===== config.mk =====
export PLATFORM = sky130hd
export DESIGN_NAME = timer
export DESIGN_NICKNAME = d
export VERILOG_FILES = /design/src/rtl/socPkg.sv /design/src/rtl/timer.sv
export SDC_FILE = /design/constraint.sdc
export NUM_CORES = 1
export LEC_CHECK = 0
export BUFFER_PORTS_ARGS = -buffer_cell sky130_fd_sc_hd__buf_2
export CORE_UTILIZATION = 59
export CTS_CLUSTER_SIZE = 24
export DETAILED_ROUTE_END_ITERATION = 7
export PLACE_DENSITY = 0.8
export SYNTH_ARGS = -nofsm -noshare
export SYNTH_HDL_FRONTEND = slang
export SYNTH_SLANG_ARGS = --single-unit
export TNS_END_PERCENT = 100

===== constraint.sdc =====
create_clock -name clk -period 3.7 [get_ports clk]
set_clock_uncertainty 0.1 [all_clocks]
set_input_delay 0.37 -clock clk [delete_from_list [all_inputs] [get_ports clk]]
set_output_delay 0.37 -clock clk [all_outputs]
set_load 0.02 [all_outputs]

===== src/rtl/socPkg.sv =====
`default_nettype none

package socPkg;

    // bus geometry
    localparam int dataWidth   = 32;
    localparam int addrWidth   = 16;

    localparam int ramWords    = 1024;  // depth in 32-bit words

    localparam int irqLines    = 16;
    localparam int irqNumWidth = 4;

    // region codes, address[15:12]
    localparam logic [3:0] regionRam   = 4'd0;
    localparam logic [3:0] regionTimer = 4'd1;
    localparam logic [3:0] regionIrq   = 4'd2;

    // timer word offsets, address[4:2]
    localparam logic [2:0] timerCtrlReg    = 3'd0;  // bit 0 / bit 1 enable
    localparam logic [2:0] timerReload0Reg = 3'd1;
    localparam logic [2:0] timerReload1Reg = 3'd2;
    localparam logic [2:0] timerCount0Reg  = 3'd3;  // read only
    localparam logic [2:0] timerCount1Reg  = 3'd4;  // read only

    // interrupt controller word offsets
    localparam logic [2:0] irqMaskReg    = 3'd0;    // 1 enables a line
    localparam logic [2:0] irqPendingReg = 3'd1;    // read only

    typedef struct packed {
        logic                 read;
        logic                 write;
        logic [3:0]           bwe;
        logic [addrWidth-1:0] address;
        logic [dataWidth-1:0] writeData;
    } busReq_t;

    typedef struct packed {
        logic                 readValid;
        logic [dataWidth-1:0] readData;
    } busRsp_t;

endpackage

`default_nettype wire


===== src/rtl/timer.sv =====
`timescale 1ns/1ps
`default_nettype none

module timer (
    input  logic            clk,
    input  logic            rstN,

    input  socPkg::busReq_t req,
    output socPkg::busRsp_t rsp,

    output logic  [1:0]     timerIrq
    );


    logic  [2:0]                   regIndex;
    logic  [1:0]                   ctrl;
    logic  [1:0]                   ctrlNext;       // enables as seen after this edge
    logic  [1:0]                   loadPending;
    logic  [socPkg::dataWidth-1:0] reload [2];
    logic  [socPkg::dataWidth-1:0] count  [2];
    logic  [socPkg::dataWidth-1:0] readData;
    logic                          readValid;


    assign regIndex = req.address[4:2];
    assign ctrlNext = (req.write && regIndex == socPkg::timerCtrlReg) ?
                      req.writeData[1:0] : ctrl;


    always_ff @(posedge clk or negedge rstN) begin
        if (!rstN) begin
            ctrl        <= '0;
            loadPending <= '1;
            timerIrq    <= '0;
            for (int ch = 0; ch < 2; ch++) begin
                reload[ch] <= '0;
                count[ch]  <= '0;
            end
        end else begin
            ctrl <= ctrlNext;

            if (req.write && regIndex == socPkg::timerReload0Reg) begin
                reload[0] <= req.writeData;
            end
            if (req.write && regIndex == socPkg::timerReload1Reg) begin
                reload[1] <= req.writeData;
            end

            for (int ch = 0; ch < 2; ch++) begin
                timerIrq[ch] <= 1'b0;
                if (!ctrlNext[ch]) begin
                    loadPending[ch] <= 1'b1;           // count frozen, reload on enable
                end else if (loadPending[ch]) begin
                    count[ch]       <= reload[ch];
                    loadPending[ch] <= 1'b0;
                end else if (count[ch] == '0) begin
                    count[ch]    <= reload[ch];        // period is reload + 1
                    timerIrq[ch] <= 1'b1;
                end else begin
                    count[ch] <= count[ch] - 1'b1;
                end
            end
        end
    end


    // register readback
    always_ff @(posedge clk) begin
        if (req.read) begin
            case (regIndex)
                socPkg::timerCtrlReg:    readData <= {{(socPkg::dataWidth-2){1'b0}}, ctrl};
                socPkg::timerReload0Reg: readData <= reload[0];
                socPkg::timerReload1Reg: readData <= reload[1];
                socPkg::timerCount0Reg:  readData <= count[0];
                socPkg::timerCount1Reg:  readData <= count[1];
                default:                 readData <= '0;
            endcase
        end
    end


    always_ff @(posedge clk or negedge rstN) begin
        if (!rstN) begin
            readValid <= 1'b0;
        end else begin
            readValid <= req.read;
        end
    end


    assign rsp.readValid = readValid;
    assign rsp.readData  = readData;


    // disabling on the same edge as a zero crossing must swallow the pulse
    irqOnlyWhenEnabled: assert property (@(posedge clk) disable iff (!rstN)
        (timerIrq & ~ctrl) == 2'b00);


endmodule

`default_nettype wire


Yosys cells after proc, flatten, opt, wreduce, memory -nomap -nowiden
Cells that the tools add are included.

operators by class
  eq/ne operators = 4
  mux-type cells = 14
  add/sub/neg operators = 2
  reductions and logical operators = 6

operator list
  kind                                                 count
  case mux 32 bit (5 select lines)                     1
  2-to-1 mux 32 bit                                    4
  logical NOT 32 bit                                   2
  subtractor 32 x 1 -> 32 bit (second input constant)  2
  2-to-1 mux 1 bit                                     8
  == test 3 x 2 -> 1 bit (second input constant)       2
  == test 3 x 1 -> 1 bit (second input constant)       1
  == test 3 bit (second input constant)                1
  logical AND 1 bit                                    3
  logical NOT 3 bit                                    1
  2-to-1 mux 2 bit                                     1

storage, ports and cells
  flip-flop bits (word level) = 167
  output and inout port bits = 35

Depth between registers and ports, before layout
  word-level depth = 4
  gate-level depth with buffers = 10
  gate-level depth less buffers = 7

Least setup slack after synthesis
Ideal clock, no wire load.

  kind = register to register
  start = reg count[0] (netlist bit)
  end = reg count[30] (netlist bit)
  setup time = 0.121 ns
  clock period less this slack = 2.863 ns
  data required time = 3.479 ns
  arrival time = 2.641 ns
  stages on the path, launching flop included = 10
  slack = 0.837 ns
  path through = dfrtp_1 -> inv_1 -> ha_1 -> or3b_2 -> buf_2 -> or4_1 -> clkbuf_2 -> or4_1 -> mux2_2 -> o22a_1

on the way
  cells in the longest elaborated chain, start to end = 3
  elaborated cells on any way between the ends = 4
  classes of those cells = add/sub: 1; mux: 2; reduce/logical: 1

ends and longest elaborated chain
  what                                                               RTL line                  RTL
  start: declaration                                                 timer.sv:20               logic [socPkg::dataWidth-1:0] count [2];
  start signal: indexed assignment                                   timer.sv:54               count[ch] <= reload[ch];
  start signal: indexed assignment                                   timer.sv:57               count[ch] <= reload[ch];
  start signal: indexed assignment                                   timer.sv:60               count[ch] <= count[ch] - 1'b1;
  subtractor 32 x 1 -> 32 bit or logical NOT 32 bit (tied branches)  timer.sv:60, timer.sv:56
  2-to-1 mux 32 bit *                                                timer.sv:56               end else if (count[ch] == '0) begin
  2-to-1 mux 32 bit *                                                timer.sv:53               end else if (loadPending[ch]) begin

Every way passes the cells marked *; elsewhere a longest branch is shown, timed or not.
A chain may end at the register's enable or synchronous reset.

Worst setup path in the final report
  start = reg count[40] (netlist bit)
  end = reg count[37] (netlist bit)

on the way
  cells in the longest elaborated chain, start to end = 3

ends and longest elaborated chain
  what                RTL line
  logical NOT 32 bit  timer.sv:56
  2-to-1 mux 32 bit   timer.sv:56
  2-to-1 mux 32 bit   timer.sv:53

Every way passes these cells.

==> impl_metrics.tcl <==
set metrics [dict create \
    postSynth.topFlopCell "sky130_fd_sc_hd__dfrtp_1" \
    die_extent_in_y_um 124 \
    final_tns_setup_ns 0 \
    htree_num_levels 4 \
    start_kind "flop" \
    setup_violations 0 \
    clk_root_buffer_cell "sky130_fd_sc_hd__clkbuf_16" \
    area_growth_syn_to_layout_pct 12.9 \
    io_pins 91 \
    vdd_ir_drop_max_uv 441 \
    final_nets 931 \
    holdWs_ns 0.0731 \
    max_cap_violations 0 \
    gr-usage-all-layers 0.348 \
    timing_max_transition_violations_final 0 \
    synth_enable_flop_cells 32 \
    detailedRoute.firstIterationViolations 959 \
    cts.clk_slew.worst_paths_ns 0.06 \
    power_per_cell_area_nw_per_um2 711 \
    diodes 0 \
    grt_start_max_net_pins 88 \
    final_core_utilization 0.681 \
    synthesis.area_um2 8760 \
    placement_rows 44 \
    number_of_antenna_violations_at_the_first_check_in_global_routing 0 \
    cts_made_buffers 17 \
    finalWorstSetupSlack_ns 0.505 \
    worst_setup_slack_before_clock_tree_synthesis_ns 0.556 \
    setup.worst_path.class "reg2reg" \
    synth.most_common_cell "sky130_fd_sc_hd__dfrtp_1" \
    yosysUniqueCellTypes 60 \
    fraction_of_synthesis_flops_using_an_asynchronous_set_or_reset_pin 0.808 \
    place.detailed.hpwl_mm 16.8 \
    seq_area_frac_synth 0.496 \
    critPathRequiredTime_ns 3.90 \
    cts-resized-gates 0 \
    ys_ff_latch 167 \
    numClockSinks 167 \
    syn_nets 889 \
    die_area_um2 15300 \
    cts.path.max_buffers 2 \
    netlist.area_leader.share 0.380 \
    slew-limit-headroom 0.269 \
    drt_wl_total_mm 25.6 \
    ys_top_cells_by_count "sky130_fd_sc_hd__dfrtp_1 (133), sky130_fd_sc_hd__mux2_2 (74), sky130_fd_sc_hd__a22oi_1 (70), sky130_fd_sc_hd__nand2_1 (66), sky130_fd_sc_hd__nand3_1 (56)" \
    outcome "finished, final reports clean" \
    ys_top_cells_by_area "sky130_fd_sc_hd__dfrtp_1 (38%), sky130_fd_sc_hd__edfxtp_1 (11%), sky130_fd_sc_hd__mux2_2 (9.5%)" \
    detail_route.vias_per_cell 7.14 \
    remaining_drc_errors 0 \
    grt_pass1_vias 7107 \
    post-route-min-period_ns 3.20 \
    p_leak_nw 4.01 \
    floorplan.initialDensity 0.603 \
    gp_congestion 0.935 \
    final-hold-violation-count 0 \
    num_vias 7628 \
    port_buffers 73 \
    hold_path.class "in2reg" \
    syn-mean-instance-area_um2 10.6 \
    cts_tree "built" \
    routed_wire_length_per_instance_um 24.0 \
    globalRouteOverflowTotal 0 \
    rsz0062_at_grt "false" \
    ant_nets 0 \
    insertion_delay_ns 0.44 \
    post-synth-top-area-cell "sky130_fd_sc_hd__dfrtp_1" \
    core_area_um2 14500 \
    path_max_fanout 24 \
    critPathCaptureType "flop" \
    chipWidth_um 124 \
    first_pass_grt_wire_length_mm 39.3 \
    timing.final.crit_share 0.864 \
    drt_pass_1_iters 6 \
    worstMarginPinSlew_ns 1.10 \
    post_synth_inst_count 829 \
    synth.yosys.warnings 0 \
    achievable_clock_frequency_ghz 0.313 \
    critPathArrivalTime_ns 3.40 \
    drive_gt1_frac 0.255 \
]
power by group:
group | internal, W | switching (W) | leakage (nW)
registers | 0.00246 | 0.000853 | 1.94
logic | 0.000795 | 0.00106 | 1.76
clock network | 0.00114 | 0.000741 | 0.309
timing repair:
item,4_1_cts,5_1_grt
buffers inserted,0,0
endpoints found under the hold margin,83,0
hold buffers,1,0
per-stage QoR:
stage / instances / power, W / area (um2)
floorplan: 829 / 0.00436 / 8760
finish: 1068 / 0.00704 / 9890
global placement: 1035 / 0.00494 / 9260
global route: 1068 / 0.00732 / 9890
detailed placement: 1035 / 0.00507 / 9260
CTS: 1068 / 0.00696 / 9890
cells in the final DEF (no fill, tap or decap), types with 4 or more instances in the layout:
cell and instances:
sky130_fd_sc_hd__buf_4 24, sky130_fd_sc_hd__or4_4 4, sky130_fd_sc_hd__nand3_1 56, sky130_fd_sc_hd__clkbuf_16 18, sky130_fd_sc_hd__a22oi_1 70, sky130_fd_sc_hd__or4_1 33, sky130_fd_sc_hd__and3_1 13, sky130_fd_sc_hd__nor4_2 4
sky130_fd_sc_hd__a221o_1 4, sky130_fd_sc_hd__and2_1 4, sky130_fd_sc_hd__a21oi_1 20, sky130_fd_sc_hd__edfxtp_1 32, sky130_fd_sc_hd__ha_1 4, sky130_fd_sc_hd__inv_1 16, sky130_fd_sc_hd__o22a_1 10, sky130_fd_sc_hd__nor4b_1 6
sky130_fd_sc_hd__a2bb2oi_1 4, sky130_fd_sc_hd__nand4b_1 7, sky130_fd_sc_hd__a211o_1 4, sky130_fd_sc_hd__mux2_2 74, sky130_fd_sc_hd__nor3_1 24, sky130_fd_sc_hd__o2bb2ai_1 8, sky130_fd_sc_hd__or3_1 9, sky130_fd_sc_hd__clkinv_2 4
sky130_fd_sc_hd__o311ai_0 6, sky130_fd_sc_hd__o22ai_1 6, sky130_fd_sc_hd__nand2_1 66, sky130_fd_sc_hd__dfrtp_1 133, sky130_fd_sc_hd__nor4_1 16, sky130_fd_sc_hd__nor2_1 23, sky130_fd_sc_hd__mux2i_1 9, sky130_fd_sc_hd__buf_2 72
sky130_fd_sc_hd__nand4_1 23, sky130_fd_sc_hd__o211ai_1 5, sky130_fd_sc_hd__o21ai_0 19, sky130_fd_sc_hd__o21ai_1 5
sequential cells by signal (all words and copies together), names as in the netlist:
signal and flops:
count 64, reload 64, readValid 1, readData 32, loadPending 2, ctrl 2, timerIrq 2
worst max-delay path, stage by stage, from the launching register on:
cell                        delay (ns)
sky130_fd_sc_hd__dfrtp_1          0.49
sky130_fd_sc_hd__or4_1            0.70
sky130_fd_sc_hd__nor4_2           0.49
sky130_fd_sc_hd__buf_4            0.33
sky130_fd_sc_hd__a31o_2           0.31
sky130_fd_sc_hd__buf_4            0.31
sky130_fd_sc_hd__o21ai_0          0.14
sky130_fd_sc_hd__o2bb2ai_1        0.18
cells by family after synthesis:
kind of cell | after synthesis | synth area share
AO/OA/AOI/OAI | 177 | 0.150
adder cells (fa/ha/maj) | 4 | 0.00571
buffers and inverters | 91 | 0.0431
flip-flops | 167 | 0.496
multiplexers | 87 | 0.110
AND/OR/NAND/NOR | 303 | 0.196
worst paths after layout:
path | start | to | slack, ns | depth (start not counted)
setup / recovery | count[40] | count[37] | 0.50 | 7
hold / removal | req[31] | reload[63] | 0.07 | 2
setup reg to reg | count[40] | count[37] | 0.50 | 7
hold reg to reg | reload[15] | reload[15] | 0.43 | 1
max in group asynchronous | rstN | count[21] | 2.13 | 3
min in group asynchronous | rstN | reload[1] | 0.47 | 2
per-layer routing:
metal / wire length, um / up-vias / global-route usage
met1: 10500 / 3795 / 0.499
met4: 596 / 0 / 0.126
met5: 0 / - / 0
met2: 11800 / 490 / 0.509
li1: - / 3278 / -
met3: 2750 / 65 / 0.0875
cell type report:
class | count | area, um2
well taps | 184 | 230
clock buffers | 21 | 482
multi-input cells | 571 | 4080
clock inverters | 11 | 141
inverters | 16 | 60.1
flip-flops and latches | 167 | 4340
repair buffers | 98 | 562
fillers | 1097 | 4640
Power figures use the tool's default switching activity.
