**src/rtl/socPkg.sv**
```systemverilog
`default_nettype none

package socPkg;

    // bus geometry
    localparam int dataWidth   = 32;
    localparam int addrWidth   = 16;

    localparam int ramWords    = 1024;  // depth in 32-bit words

    localparam int irqLines    = 16;
    localparam int irqNumWidth = 4;

    // region codes, address[15:12]
    localparam logic [3:0] regionRam   = 4'd0;
    localparam logic [3:0] regionTimer = 4'd1;
    localparam logic [3:0] regionIrq   = 4'd2;

    // timer word offsets, address[4:2]
    localparam logic [2:0] timerCtrlReg    = 3'd0;  // bit 0 / bit 1 enable
    localparam logic [2:0] timerReload0Reg = 3'd1;
    localparam logic [2:0] timerReload1Reg = 3'd2;
    localparam logic [2:0] timerCount0Reg  = 3'd3;  // read only
    localparam logic [2:0] timerCount1Reg  = 3'd4;  // read only

    // interrupt controller word offsets
    localparam logic [2:0] irqMaskReg    = 3'd0;    // 1 enables a line
    localparam logic [2:0] irqPendingReg = 3'd1;    // read only

    typedef struct packed {
        logic                 read;
        logic                 write;
        logic [3:0]           bwe;
        logic [addrWidth-1:0] address;
        logic [dataWidth-1:0] writeData;
    } busReq_t;

    typedef struct packed {
        logic                 readValid;
        logic [dataWidth-1:0] readData;
    } busRsp_t;

endpackage

`default_nettype wire

```
**src/rtl/busInterconnect.sv**
```systemverilog
`timescale 1ns/1ps
`default_nettype none

module busInterconnect (
    input  logic            clk,
    input  logic            rstN,

    input  socPkg::busReq_t masterReq,
    output socPkg::busRsp_t masterRsp,

    output socPkg::busReq_t ramReq,
    output socPkg::busReq_t timerReq,
    output socPkg::busReq_t irqReq,

    input  socPkg::busRsp_t ramRsp,
    input  socPkg::busRsp_t timerRsp,
    input  socPkg::busRsp_t irqRsp
    );


    logic  [3:0]                   region;
    logic                          hitRam;
    logic                          hitTimer;
    logic                          hitIrq;
    logic                          unmapped;
    logic                          unmappedValid;   // answers a dead read ourselves
    logic  [socPkg::dataWidth-1:0] ramData;
    logic  [socPkg::dataWidth-1:0] timerData;
    logic  [socPkg::dataWidth-1:0] irqData;


    assign region   = masterReq.address[15:12];
    assign hitRam   = (region == socPkg::regionRam);
    assign hitTimer = (region == socPkg::regionTimer);
    assign hitIrq   = (region == socPkg::regionIrq);
    assign unmapped = !(hitRam || hitTimer || hitIrq);


    // address and data fan out as is, only strobes are steered
    always_comb begin
        ramReq         = masterReq;
        ramReq.read    = masterReq.read  & hitRam;
        ramReq.write   = masterReq.write & hitRam;

        timerReq       = masterReq;
        timerReq.read  = masterReq.read  & hitTimer;
        timerReq.write = masterReq.write & hitTimer;

        irqReq         = masterReq;
        irqReq.read    = masterReq.read  & hitIrq;
        irqReq.write   = masterReq.write & hitIrq;
    end


    always_ff @(posedge clk or negedge rstN) begin
        if (!rstN) begin
            unmappedValid <= 1'b0;
        end else begin
            unmappedValid <= masterReq.read & unmapped;   // unmapped writes just vanish
        end
    end


    // slaves may hold stale data, so mask each by its valid before merging
    assign ramData   = ramRsp.readValid   ? ramRsp.readData   : '0;
    assign timerData = timerRsp.readValid ? timerRsp.readData : '0;
    assign irqData   = irqRsp.readValid   ? irqRsp.readData   : '0;

    assign masterRsp.readValid = ramRsp.readValid | timerRsp.readValid |
                                 irqRsp.readValid | unmappedValid;
    assign masterRsp.readData  = ramData | timerData | irqData;   // zero for unmapped


    // equal latency everywhere means responses never collide
    oneResponder: assert property (@(posedge clk) disable iff (!rstN)
        $onehot0({ramRsp.readValid, timerRsp.readValid, irqRsp.readValid, unmappedValid}));


endmodule

`default_nettype wire

```
**config.mk**
```make
export PLATFORM = sky130hd
export DESIGN_NAME = busInterconnect
export DESIGN_NICKNAME = d
export VERILOG_FILES = /design/src/rtl/socPkg.sv /design/src/rtl/busInterconnect.sv
export SDC_FILE = /design/constraint.sdc
export NUM_CORES = 1
export LEC_CHECK = 0
export BUFFER_PORTS_ARGS = -buffer_cell sky130_fd_sc_hd__clkbuf_2
export CAP_MARGIN = 0
export CORE_AREA = 3 3 134 136
export DETAILED_ROUTE_END_ITERATION = 8
export DIE_AREA = 0 0 137 139
export MAX_ROUTING_LAYER = met4
export REMOVE_ABC_BUFFERS = 1
export SYNTH_ARGS = -nofsm -noshare
export SYNTH_HDL_FRONTEND = slang
export SYNTH_SLANG_ARGS = --single-unit
```
**constraint.sdc**
```tcl
create_clock -name clk -period 2.8 [get_ports clk]
set_input_delay 0.56 -clock clk [delete_from_list [all_inputs] [get_ports clk]]
set_output_delay 0.56 -clock clk [all_outputs]
set_load 0.01 [all_outputs]
```
### Yosys cells after proc, flatten, opt, wreduce, memory -nomap -nowiden

Cells that the tools add are included.

* output and inout port bits: 195
* register bits: 1
* bits of input ports: 155
* word-level logic and storage cells: 22

* muxes and demuxes: 3
* bitwise logic cells: 12
* equal/unequal tests: 2
* reductions and logical operators: 4

Operators by type and width (number)
* $mux W32: 3
* $or A32 B32 Y32: 2
* $and A1 B1 Y1: 7
* $eq A4 B1 Y1 const B: 1
* $eq A4 B2 Y1 const B: 1
* $logic_not A4 Y1: 1
* $or A1 B1 Y1: 3
* $logic_or A1 B1 Y1: 2
* $logic_not A1 Y1: 1

### Depth between registers and ports, before layout

Gate-level depths: netlist (run 1).

* word-level depth: 5
* mapped depth: 4
* gate-level depth less buffers: 2

### Worst setup path before layout (run 1)

Ideal clock, no wire load.

* kind: input -> output
* from: input port masterReq[47] in the netlist's numbering
* to: output port ramReq[52] in the netlist's numbering
* slack: 1006 ps
* data arrival time: 1234 ps
* stages: 2
* data required time: 2240 ps
* buffers on the path: 0
* cells stage by stage: or3b_1 -> nor3_1

RTL lines
* start: declaration: line busInterconnect.sv:8 `input socPkg::busReq_t masterReq,`
* end: declaration: line busInterconnect.sv:11 `output socPkg::busReq_t ramReq,`

==> results of run 1 <==
-- where the power goes --
part           switching [W]        total, W    internal [W]
registers        0.000000328       0.0000160       0.0000157
logic               0.000126        0.000247        0.000120
clock network              0  0.000000000336  0.000000000336
total               0.000127        0.000263        0.000136
-- kinds of logic (layout without fill, tap and decap cells) --
family                 Yosys count  in the layout  synth area share, %
flip-flops                       1              1                 1.37
buffers and inverters          199            192                 76.6
AO/OA/AOI/OAI                   33             33                 18.0
AND/OR/NAND/NOR                 12             12                 3.98
other                            0              7                    0
-- layout by cell type (no fill, tap or decap), drive strengths merged --
cell and n:
a211oi 1, dfrtp 1, diode 7, a222oi 32, or3b 2, inv 32
nor2b 1, nor3 2, nor2 4, nand2b 2, clkbuf 157, or4 1
buf 3
-- worst max-delay path by stage --
stage	start	end	depth (start not counted)
3_5_place_dp	timerRsp[32]	masterRsp[11]	5
5_1_grt	timerRsp[32]	masterRsp[8]	5
2_1_floorplan	masterReq[47]	ramReq[52]	2
6_report	timerRsp[32]	masterRsp[24]	5
4_1_cts	timerRsp[32]	masterRsp[11]	5
3_3_place_gp	timerRsp[32]	masterRsp[27]	5
-- stage by stage --
stage	utilization (%)	worst slack [ns]	instances	hold slack, ns	total power [W]
6_report	9.69	0.429	470	0.334	0.000263
5_1_grt	9.68	0.316	469	0.338	0.000288
4_1_cts	9.59	0.456	463	0.336	0.000265
3_5_place_dp	9.59	0.459	463	0.336	0.000264
3_3_place_gp	9.59	0.445	463	0.335	0.000262
2_1_floorplan	-	1.01	78	0.264	0.0000921
-- critical path, delay by kind of cell --
family	cells	cell delay [ns]
buffers and inverters	4	0.93
AOI/OAI and AO/OA	1	0.31
-- metal layers --
layer / up-vias / global-route usage, % / share of wire, %
met4: 0 / 1.31 / 1.1
met2: 306 / 26.6 / 45
met1: 792 / 14.7 / 29
met3: 12 / 18.8 / 25
met5: - / - / 0
li1: 671 / - / -
-- cell type report --
cell class	instances	share of cell area [%]
tap	225	17.0
inverter	32	7.27
antenna	7	1.06
multi-input combinational	45	24.2
timing repair buffer	160	48.9
sequential	1	1.51
==> out/metrics.yaml, run 1 <==
status:
  status: "completed"
logic_synthesis:
  syn_area_mm2: 0.00182
  synth_most_common_cell: "buf_4"
  synth_cell_types: 13
  netlist_top_cells_area: "buf_4, a222oi_1, inv_1"
  synth_cells: 245
  synth_edf_count: 0
  ys_warn_count: 0
  async_reset_ff_share_pct: 100
  ys_seq_area_share_pct: 1.37
  yosysTopAreaCell: "buf_4"
  synth_top_area_share_pct: 64.3
  synth_flop_cell: "dfrtp_1"
  syn_area_per_cell_um2: 7.44
  synth-seq-cells: 1
  synthTopCellsByCount: "buf_4, a222oi_1, inv_1, buf_6, nor2_1"
place:
  gp_congestion: 0.765
  place_area_mm2: 0.00164
  post-dp-hpwl_um: 15300
  io_buffers: 157
setup_path:
  crit_path_end_kind: "primary output"
  start_kind: "primary input"
  cpPeakStageDelay_ns: 0.39
  crit_arrival_ns: 1.81
  required_ns: 2.24
  cp_common_cell: "clkbuf_2"
  critPathKind: "in2out"
  critPathSlowestCell: "clkbuf_2"
  crit_fanout: 25
  crit_path_cell_trace: "clkbuf_2, buf_4, a222oi_1, inv_1, clkbuf_2"
sta:
  fmax_mhz: 422
  grt_setup_unrepaired: "no"
  finalHoldViolations: 0
  fin_setup_tns_ns: 0
  relSlewSlack_pct: 52.6
  slew_violations: 0
  period_minus_slack_ns: 2.37
  finalCritPeriodShare_pct: 84.7
  max_slew.worst_pin.slew_ns: 0.712
  finalSetupViolCount: 0
die:
  design.die.area_mm2: 0.0190
  initial_utilization_pct: 10.7
  ios: 350
  core-area_mm2: 0.0171
  die_w_um: 137
  dieHeight_um: 139
  rows: 48
final_layout:
  layout-drive-gt1-share_pct: 67.6
  final_design_area_no_fill_mm2: 0.00165
  fillers: 2030
  multiInputGateArea_um2: 400
  top_register: "unmappedValid"
  syn_to_final_growth_pct: -9.27
  largest_reg_flops: 1
  seq_area_um2: 25.0
  reg_top3: "unmappedValid: 1 flops"
  fin_nets: 395
global_route:
  antenna_found_initial: 7
  grt_pass1_wl_um: 20500
  grt_start_max_net_pins: 26
  grt_pass1_vias: 1654
  grt.total_usage_pct: 17.1
  overflow: 0
job:
  maxCapViolCount: 0
drt:
  first_pass_iters: 7
  drc: 0
  drt_iter0_drc: 159
  routed_via_density: 3.79
  wirelength_um: 17200
  antenna_left: 0
  vias: 1781
  route.detailed.wl_per_inst_um: 36.7
clock_tree:
  holdBufCountCts: 0
  post_cts_buffers: 0
  path_clk_slew_ns: 0
  cts_resized: 0
hold_path:
  hp-class: "in2async"
pwr:
  ir_drop_mv: 0.0747
  powerDensity_mw_per_mm2: 159
  power.leakage_nw: 0.924
Power figures use the tool's default switching activity.
==> run 2, diff against run 1 <==
- ABC_AREA: not set -> 1
- CORE_AREA: 3 3 134 136 -> 3 3 137 139
- DIE_AREA: 0 0 137 139 -> 0 0 140 142
- clock period: 2.8 -> 1.95 ns (I/O delays scaled with it)
==> run 2 against run 1 <==
  * Routed wire length down 10%
  * Sequential cell count did not move
  * Worst setup slack got worse by 0.032 ns
  * Critical path type unchanged
  * Largest power group unchanged
==> out/metrics.yaml, run 2 <==
global_route:
  grt_pass1_vias: 1776  # +7.4%
  grt.total_usage_pct: 14.9  # -2.2 points
  grt_pass1_wl_um: 19300  # -5.8%
  antenna_found_initial: 2  # -5
  overflow: 0  # unchanged
  grt_start_max_net_pins: 34  # +31%
pwr:
  power.leakage_nw: 1.08  # +17%
  ir_drop_mv: 0.0995  # +33%
  pwr-share-comb_pct: 94.1  # +0.2 points
  sw_frac_of_total_pct: 49.5  # +1.3 points
  powerDensity_mw_per_mm2: 218  # +37%
  seq_power_share_pct: 5.9  # -0.2 points
  clockPowerShare_pct: 0  # unchanged
  p_int_w: 0.000203  # +49%
  switching_power_w: 0.000199  # +57%
final_layout:
  final_cell_mix: "clkbuf_2, nand2_1, nand3_1, nor2_1"
  final_common_cell: "clkbuf_2"
  fin_nets: 468  # +18%
  top_register: "unmappedValid"
  layout-drive-gt1-share_pct: 57.9  # -9.8 points
  syn_to_final_growth_pct: -8.96
  largest_reg_flops: 1  # unchanged
  reg_top3: "unmappedValid: 1 flops"
  fin_util_pct: 10.4  # +0.68 points
  fillers: 2115  # +4.2%
logic_synthesis:
  synth_cell_types: 14  # +1
  syn_area_per_cell_um2: 6.35  # -15%
  synth_most_common_cell: "buf_4"
  ys_warn_count: 0  # unchanged
  synthTopCellsByCount: "buf_4, nand2_1, nand3_1, buf_6, nor2_1"
  synth_cells: 319  # +30%
  yosysTopAreaCell: "buf_4"
  synth_edf_count: 0  # unchanged
  synth_top_area_share_pct: 57.8  # -6.5 points
  async_reset_ff_share_pct: 100  # unchanged
  ys_seq_area_share_pct: 1.24  # -0.14 points
  synth_flop_cell: "dfrtp_1"
  netlist_top_cells_area: "buf_4, nand2_1, nand3_1"
  synth-seq-cells: 1  # unchanged
  syn_area_mm2: 0.00203  # +11%
drt:
  routed_via_density: 3.56  # -6.0%
  antenna_left: 0  # unchanged
  drc: 0  # unchanged
  wirelength_um: 15500  # -10%
  first_pass_iters: 4  # -3
  vias: 1930  # +8.4%
  drt_iter0_drc: 83  # -48%
  route.detailed.wl_per_inst_um: 28.6  # -22%
die:
  dieHeight_um: 142  # +2.2%
  die_w_um: 140  # +2.2%
  rows: 49  # +2.1%
  ios: 350  # unchanged
  design.die.area_mm2: 0.0199  # +4.4%
  core-area_mm2: 0.0178  # +4.2%
  initial_utilization_pct: 11.4  # +0.71 points
setup_path:
  critPathKind: "in2out"
  critPathSlowestCell: "clkbuf_2"
  cp_top_family: "buffers and inverters"
  crit_arrival_ns: 1.16  # -0.65 ns
  crit_buf_inv: 3  # -1
  start_kind: "primary input"
  crit_fanout: 25  # unchanged
  crit_path_end_kind: "primary output"
  cp_common_cell: "clkbuf_2"
  cpPeakStageDelay_ns: 0.24  # -0.15 ns
  required_ns: 1.56  # -0.68 ns
  crit_path_cell_trace: "clkbuf_2, buf_12, nand2_1, nand3_2, clkbuf_2"
sta:
  relSlewSlack_pct: 82.3  # +30 points
  finalWorstSetupSlack_ns: 0.397  # -0.0324 ns
  slew_violations: 0  # unchanged
  max_slew.worst_pin.slew_ns: 0.265  # -0.447 ns
  finalSetupViolCount: 0  # unchanged
  finalCritPeriodShare_pct: 79.7
  grt_setup_unrepaired: "no"
  fmax_mhz: 644
  fin_setup_tns_ns: 0  # unchanged
  finalHoldViolations: 0  # unchanged
  period_minus_slack_ns: 1.55
place:
  io_buffers: 157  # unchanged
  dp_slack_ns: 0.380  # -0.0780 ns
  gp_congestion: 0.819  # +7.0%
  post-dp-hpwl_um: 13900  # -9.4%
hold_path:
  hp-class: "in2async"
job:
  maxCapViolCount: 0  # unchanged
status:
  status: "completed"
clock_tree:
  post_cts_buffers: 0  # unchanged
  cts_resized: 0  # unchanged
  holdBufCountCts: 0  # unchanged
  path_clk_slew_ns: 0  # unchanged
run 2: cell types whose count changed after synthesis, sizes merged, moves of 2 or more:
cell    before  now
or3b         2    0
nor2         4   12
inv         32    4
nand3        0   32
nand2b       2    0
nor3         2    0
a222oi      32    0
nand2        0  101
run 2: per-layer routing:
layer	global-route usage, %	part of all wire [%]	vias to the layer above
met4	2.24	2.0	0
li1	-	-	807
met2	22.8	44	306
met5	-	0	-
met3	16.4	25	7
met1	12.7	29	810
run 2: kinds of logic after synthesis:
| logic type | after synthesis | share of synthesized area (%) |
|---|---|---|
| simple gates | 145 | 32.7 |
| buf+inv | 172 | 65.8 |
| flops | 1 | 1.24 |
| compound gates | 1 | 0.247 |
run 2: area by class of cell:
type,count,area [um2],share of cell area [%]
repair buffers,160,846,45.9
multi-input cells,146,667,36.2
well taps,229,287,15.5
flip-flops and latches,1,25.0,1.36
inverters,4,15.0,0.814
diodes,2,5.00,0.271
run 2: stage by stage:
stage          power, W  cell area, um2  std cells  hold WS, ns
2_1_floorplan  0.000151             707        151       0.0944
3_3_place_gp   0.000407            1840        540        0.165
3_5_place_dp   0.000409            1840        540        0.167
4_1_cts        0.000411            1840        540        0.167
5_1_grt        0.000446            1840        542        0.168
6_report       0.000402            1840        542        0.165
run 2: path summary, 6_finish.rpt:
| kind | startpoint | endpoint | depth (start not counted) |
|---|---|---|---|
| min in group clk | masterReq[53] | unmappedValid$_DFF_PN0_ | 3 |
| min | rstN | unmappedValid$_DFF_PN0_ | 1 |
| max | irqRsp[32] | masterRsp[30] | 5 |
| max in group asynchronous | rstN | unmappedValid$_DFF_PN0_ | 1 |
run 2: power groups by stage:
stage	combinational, W	clock, W	sequential (W)
4_1_cts	0.000388	0	0.0000237
2_1_floorplan	0.000127	0	0.0000236
3_3_place_gp	0.000383	0	0.0000236
6_report	0.000378	0.000000000137	0.0000236
3_5_place_dp	0.000386	0	0.0000237
5_1_grt	0.000422	0.000000000137	0.0000238
==> run 3, diff against run 2 <==
- ABC_AREA: 1 -> 0
- CORE_AREA: 3 3 137 139 -> 3 3 135 137
- DIE_AREA: 0 0 140 142 -> 0 0 138 140
- clock period: 1.95 -> 1.6 ns (I/O delays scaled with it)
==> run 3 against run 2 <==
  * The run now ends with setup timing left
  * Worst hold slack lost 0.070 ns
  * Worst setup slack got worse by 0.43 ns
  * Die area decreased by 2.8%
  * Sequential cell count did not move
  * Critical path depth did not move
  * Cell count is 11% lower
  * Combinational power is 36% higher
  * Sequential power grew 22%
  * Critical endpoint is now masterRsp[32]
  * Largest cell class unchanged
  * Largest power group unchanged
==> out/metrics.yaml, run 3 (same netlist as run 1, synthesis figures left out) <==
sta:
  relSlewSlack_pct: 76.6  # -5.7 points
  fin_setup_tns_ns: -0.0615  # -0.0615 ns
  finalWorstSetupSlack_ns: -0.0322  # -0.429 ns
  finalHoldViolations: 0  # unchanged
  grt_setup_unrepaired: "yes"
  fmax_mhz: 613
  finalSetupViolCount: 2  # +2
  timing.hold.ws_ns: 0.0954  # -0.0700 ns
  finalCritPeriodShare_pct: 102
  slew_violations: 0  # unchanged
  period_minus_slack_ns: 1.63
  max_slew.worst_pin.slew_ns: 0.351  # +0.0856 ns
clock_tree:
  holdBufCountCts: 0  # unchanged
  path_clk_slew_ns: 0  # unchanged
pwr:
  power.leakage_nw: 1.04  # -3.5%
  power_w: 0.000544  # +35%
  pwr-share-comb_pct: 94.7  # +0.6 points
  clockPowerShare_pct: 0  # unchanged
  sw_frac_of_total_pct: 45.1  # -4.4 points
  ir_drop_mv: 0.123  # +24%
  switching_power_w: 0.000245  # +23%
  powerDensity_mw_per_mm2: 286  # +31%
  p_int_w: 0.000298  # +47%
  seq_power_share_pct: 5.3  # -0.6 points
job:
  maxCapViolCount: 0  # unchanged
final_layout:
  top_register: "unmappedValid"
  fillers: 2035  # -3.8%
  largest_reg_flops: 1  # unchanged
  reg_top3: "unmappedValid: 1 flops"
  final_design_area_no_fill_mm2: 0.00190  # +3.0%
  final_cell_mix: "clkbuf_2, a222oi_1, inv_1, buf_4, buf_12"
  fin_nets: 409  # -13%
  fin_util_pct: 11.1  # +0.68 points
  layout-drive-gt1-share_pct: 69.8  # +12 points
  final_common_cell: "clkbuf_2"
  syn_to_final_growth_pct: 4.26
global_route:
  grt_pass1_wl_um: 20500  # +6.3%
  grt_pass1_vias: 1655  # -6.8%
  grtUsageMet2_pct: 22.8  # +0.051 points
  met3_usage_pct: 17.1  # +0.71 points
  overflow: 0  # unchanged
  grtUsageMet1_pct: 15.6  # +2.9 points
  antenna_found_initial: 5  # +3
  grt.total_usage_pct: 16.3  # +1.5 points
  grt_start_max_net_pins: 34  # unchanged
  busiest_layer: "met2"
die:
  design.die.area_mm2: 0.0193  # -2.8%
  rows: 48  # -2.0%
  core-area_mm2: 0.0172  # -3.4%
  initial_utilization_pct: 10.6  # -0.79 points
  die_w_um: 138  # -1.4%
  ios: 350  # unchanged
  dieHeight_um: 140  # -1.4%
setup_path:
  crit_path_cell_trace: "buf_8, buf_12, buf_8, or4_4, buf_6"
  crit_arrival_ns: 1.31  # +0.15 ns
  start_kind: "primary input"
  cp_common_cell: "buf_8"
  crit_buf_inv: 4  # +1
  critPathKind: "in2out"
  cpPeakStageDelay_ns: 0.48  # +0.24 ns
  crit_fanout: 6  # -76%
  cp_top_family: "buffers and inverters"
  required_ns: 1.28  # -0.28 ns
  critPathSlowestCell: "or4_4"
  crit_path_end_kind: "primary output"
place:
  gp_congestion: 0.912  # +11%
  place_area_mm2: 0.00170  # -7.8%
  io_buffers: 157  # unchanged
  post-dp-hpwl_um: 14700  # +5.9%
drt:
  antenna_left: 0  # unchanged
  drt_iter0_drc: 188  # +130%
  wirelength_um: 17500  # +13%
  vias: 1855  # -3.9%
  routed_via_density: 3.86  # +8.3%
  first_pass_iters: 6  # +2
  drc: 0  # unchanged
  route.detailed.wl_per_inst_um: 36.3  # +27%
status:
  violations: "setup timing"
  status: "complete, but fails checks"
hold_path:
  hp-class: "in2async"
## run 3: cell types whose count changed in the layout (fill, tap and decap cells not counted), moves of 9 or more
cell	before	now
nand2_1	92	0
a222oi_1	0	32
inv_1	4	32
nand3_1	23	0
nand2_2	9	0
nand3_2	9	0
## run 3: timing repair
action,4_1_cts,5_1_grt
pin swaps,1,15
endpoints found under the setup margin,1,6
cloned,0,2
gates resized for setup,0,23
setup buffers,0,9
## run 3: how the worst max path moves through the flow
stage                  startpoint       endpoint  cells after the start
finish               timerRsp[32]  masterRsp[32]                      5
global route           ramRsp[32]  masterRsp[15]                      6
CTS                    ramRsp[32]  masterRsp[26]                      5
detailed placement     irqRsp[32]  masterRsp[26]                      5
global placement       irqRsp[32]  masterRsp[26]                      5
floorplan           masterReq[47]     ramReq[52]                      2
## run 3: area by class of cell
class	instances	area (um2)	area share (%)
inverters	32	120	6.32
well taps	225	282	14.8
multi-input cells	45	403	21.2
flip-flops and latches	1	25.0	1.32
repair buffers	174	1060	55.8
diodes	4	10.0	0.527
## run 3: power groups by stage
stage	sequential [W]	clock (W)	combinational (W)
2_1_floorplan	0.0000278	0	0.000133
3_3_place_gp	0.0000291	0	0.000449
3_5_place_dp	0.0000290	0	0.000453
4_1_cts	0.0000290	0	0.000454
5_1_grt	0.0000290	0.000000000288	0.000562
6_report	0.0000289	0.000000000284	0.000515
## run 3: per-stage QoR
| stage | setup slack [ns] | std cells |
|---|---|---|
| after floorplan | 0.286 | 78 |
| after global placement | -0.00375 | 466 |
| after detailed placement | -0.0193 | 466 |
| after CTS | -0.00891 | 466 |
| after global routing | -0.0680 | 481 |
| final | -0.0322 | 481 |
## run 3: layer usage
metal  share of wire, %  vias to the layer above
met4                3.0                        0
met3                 23                       12
met2                 40                      303
met5                  0                        -
met1                 34                      844
li1                   -                      696
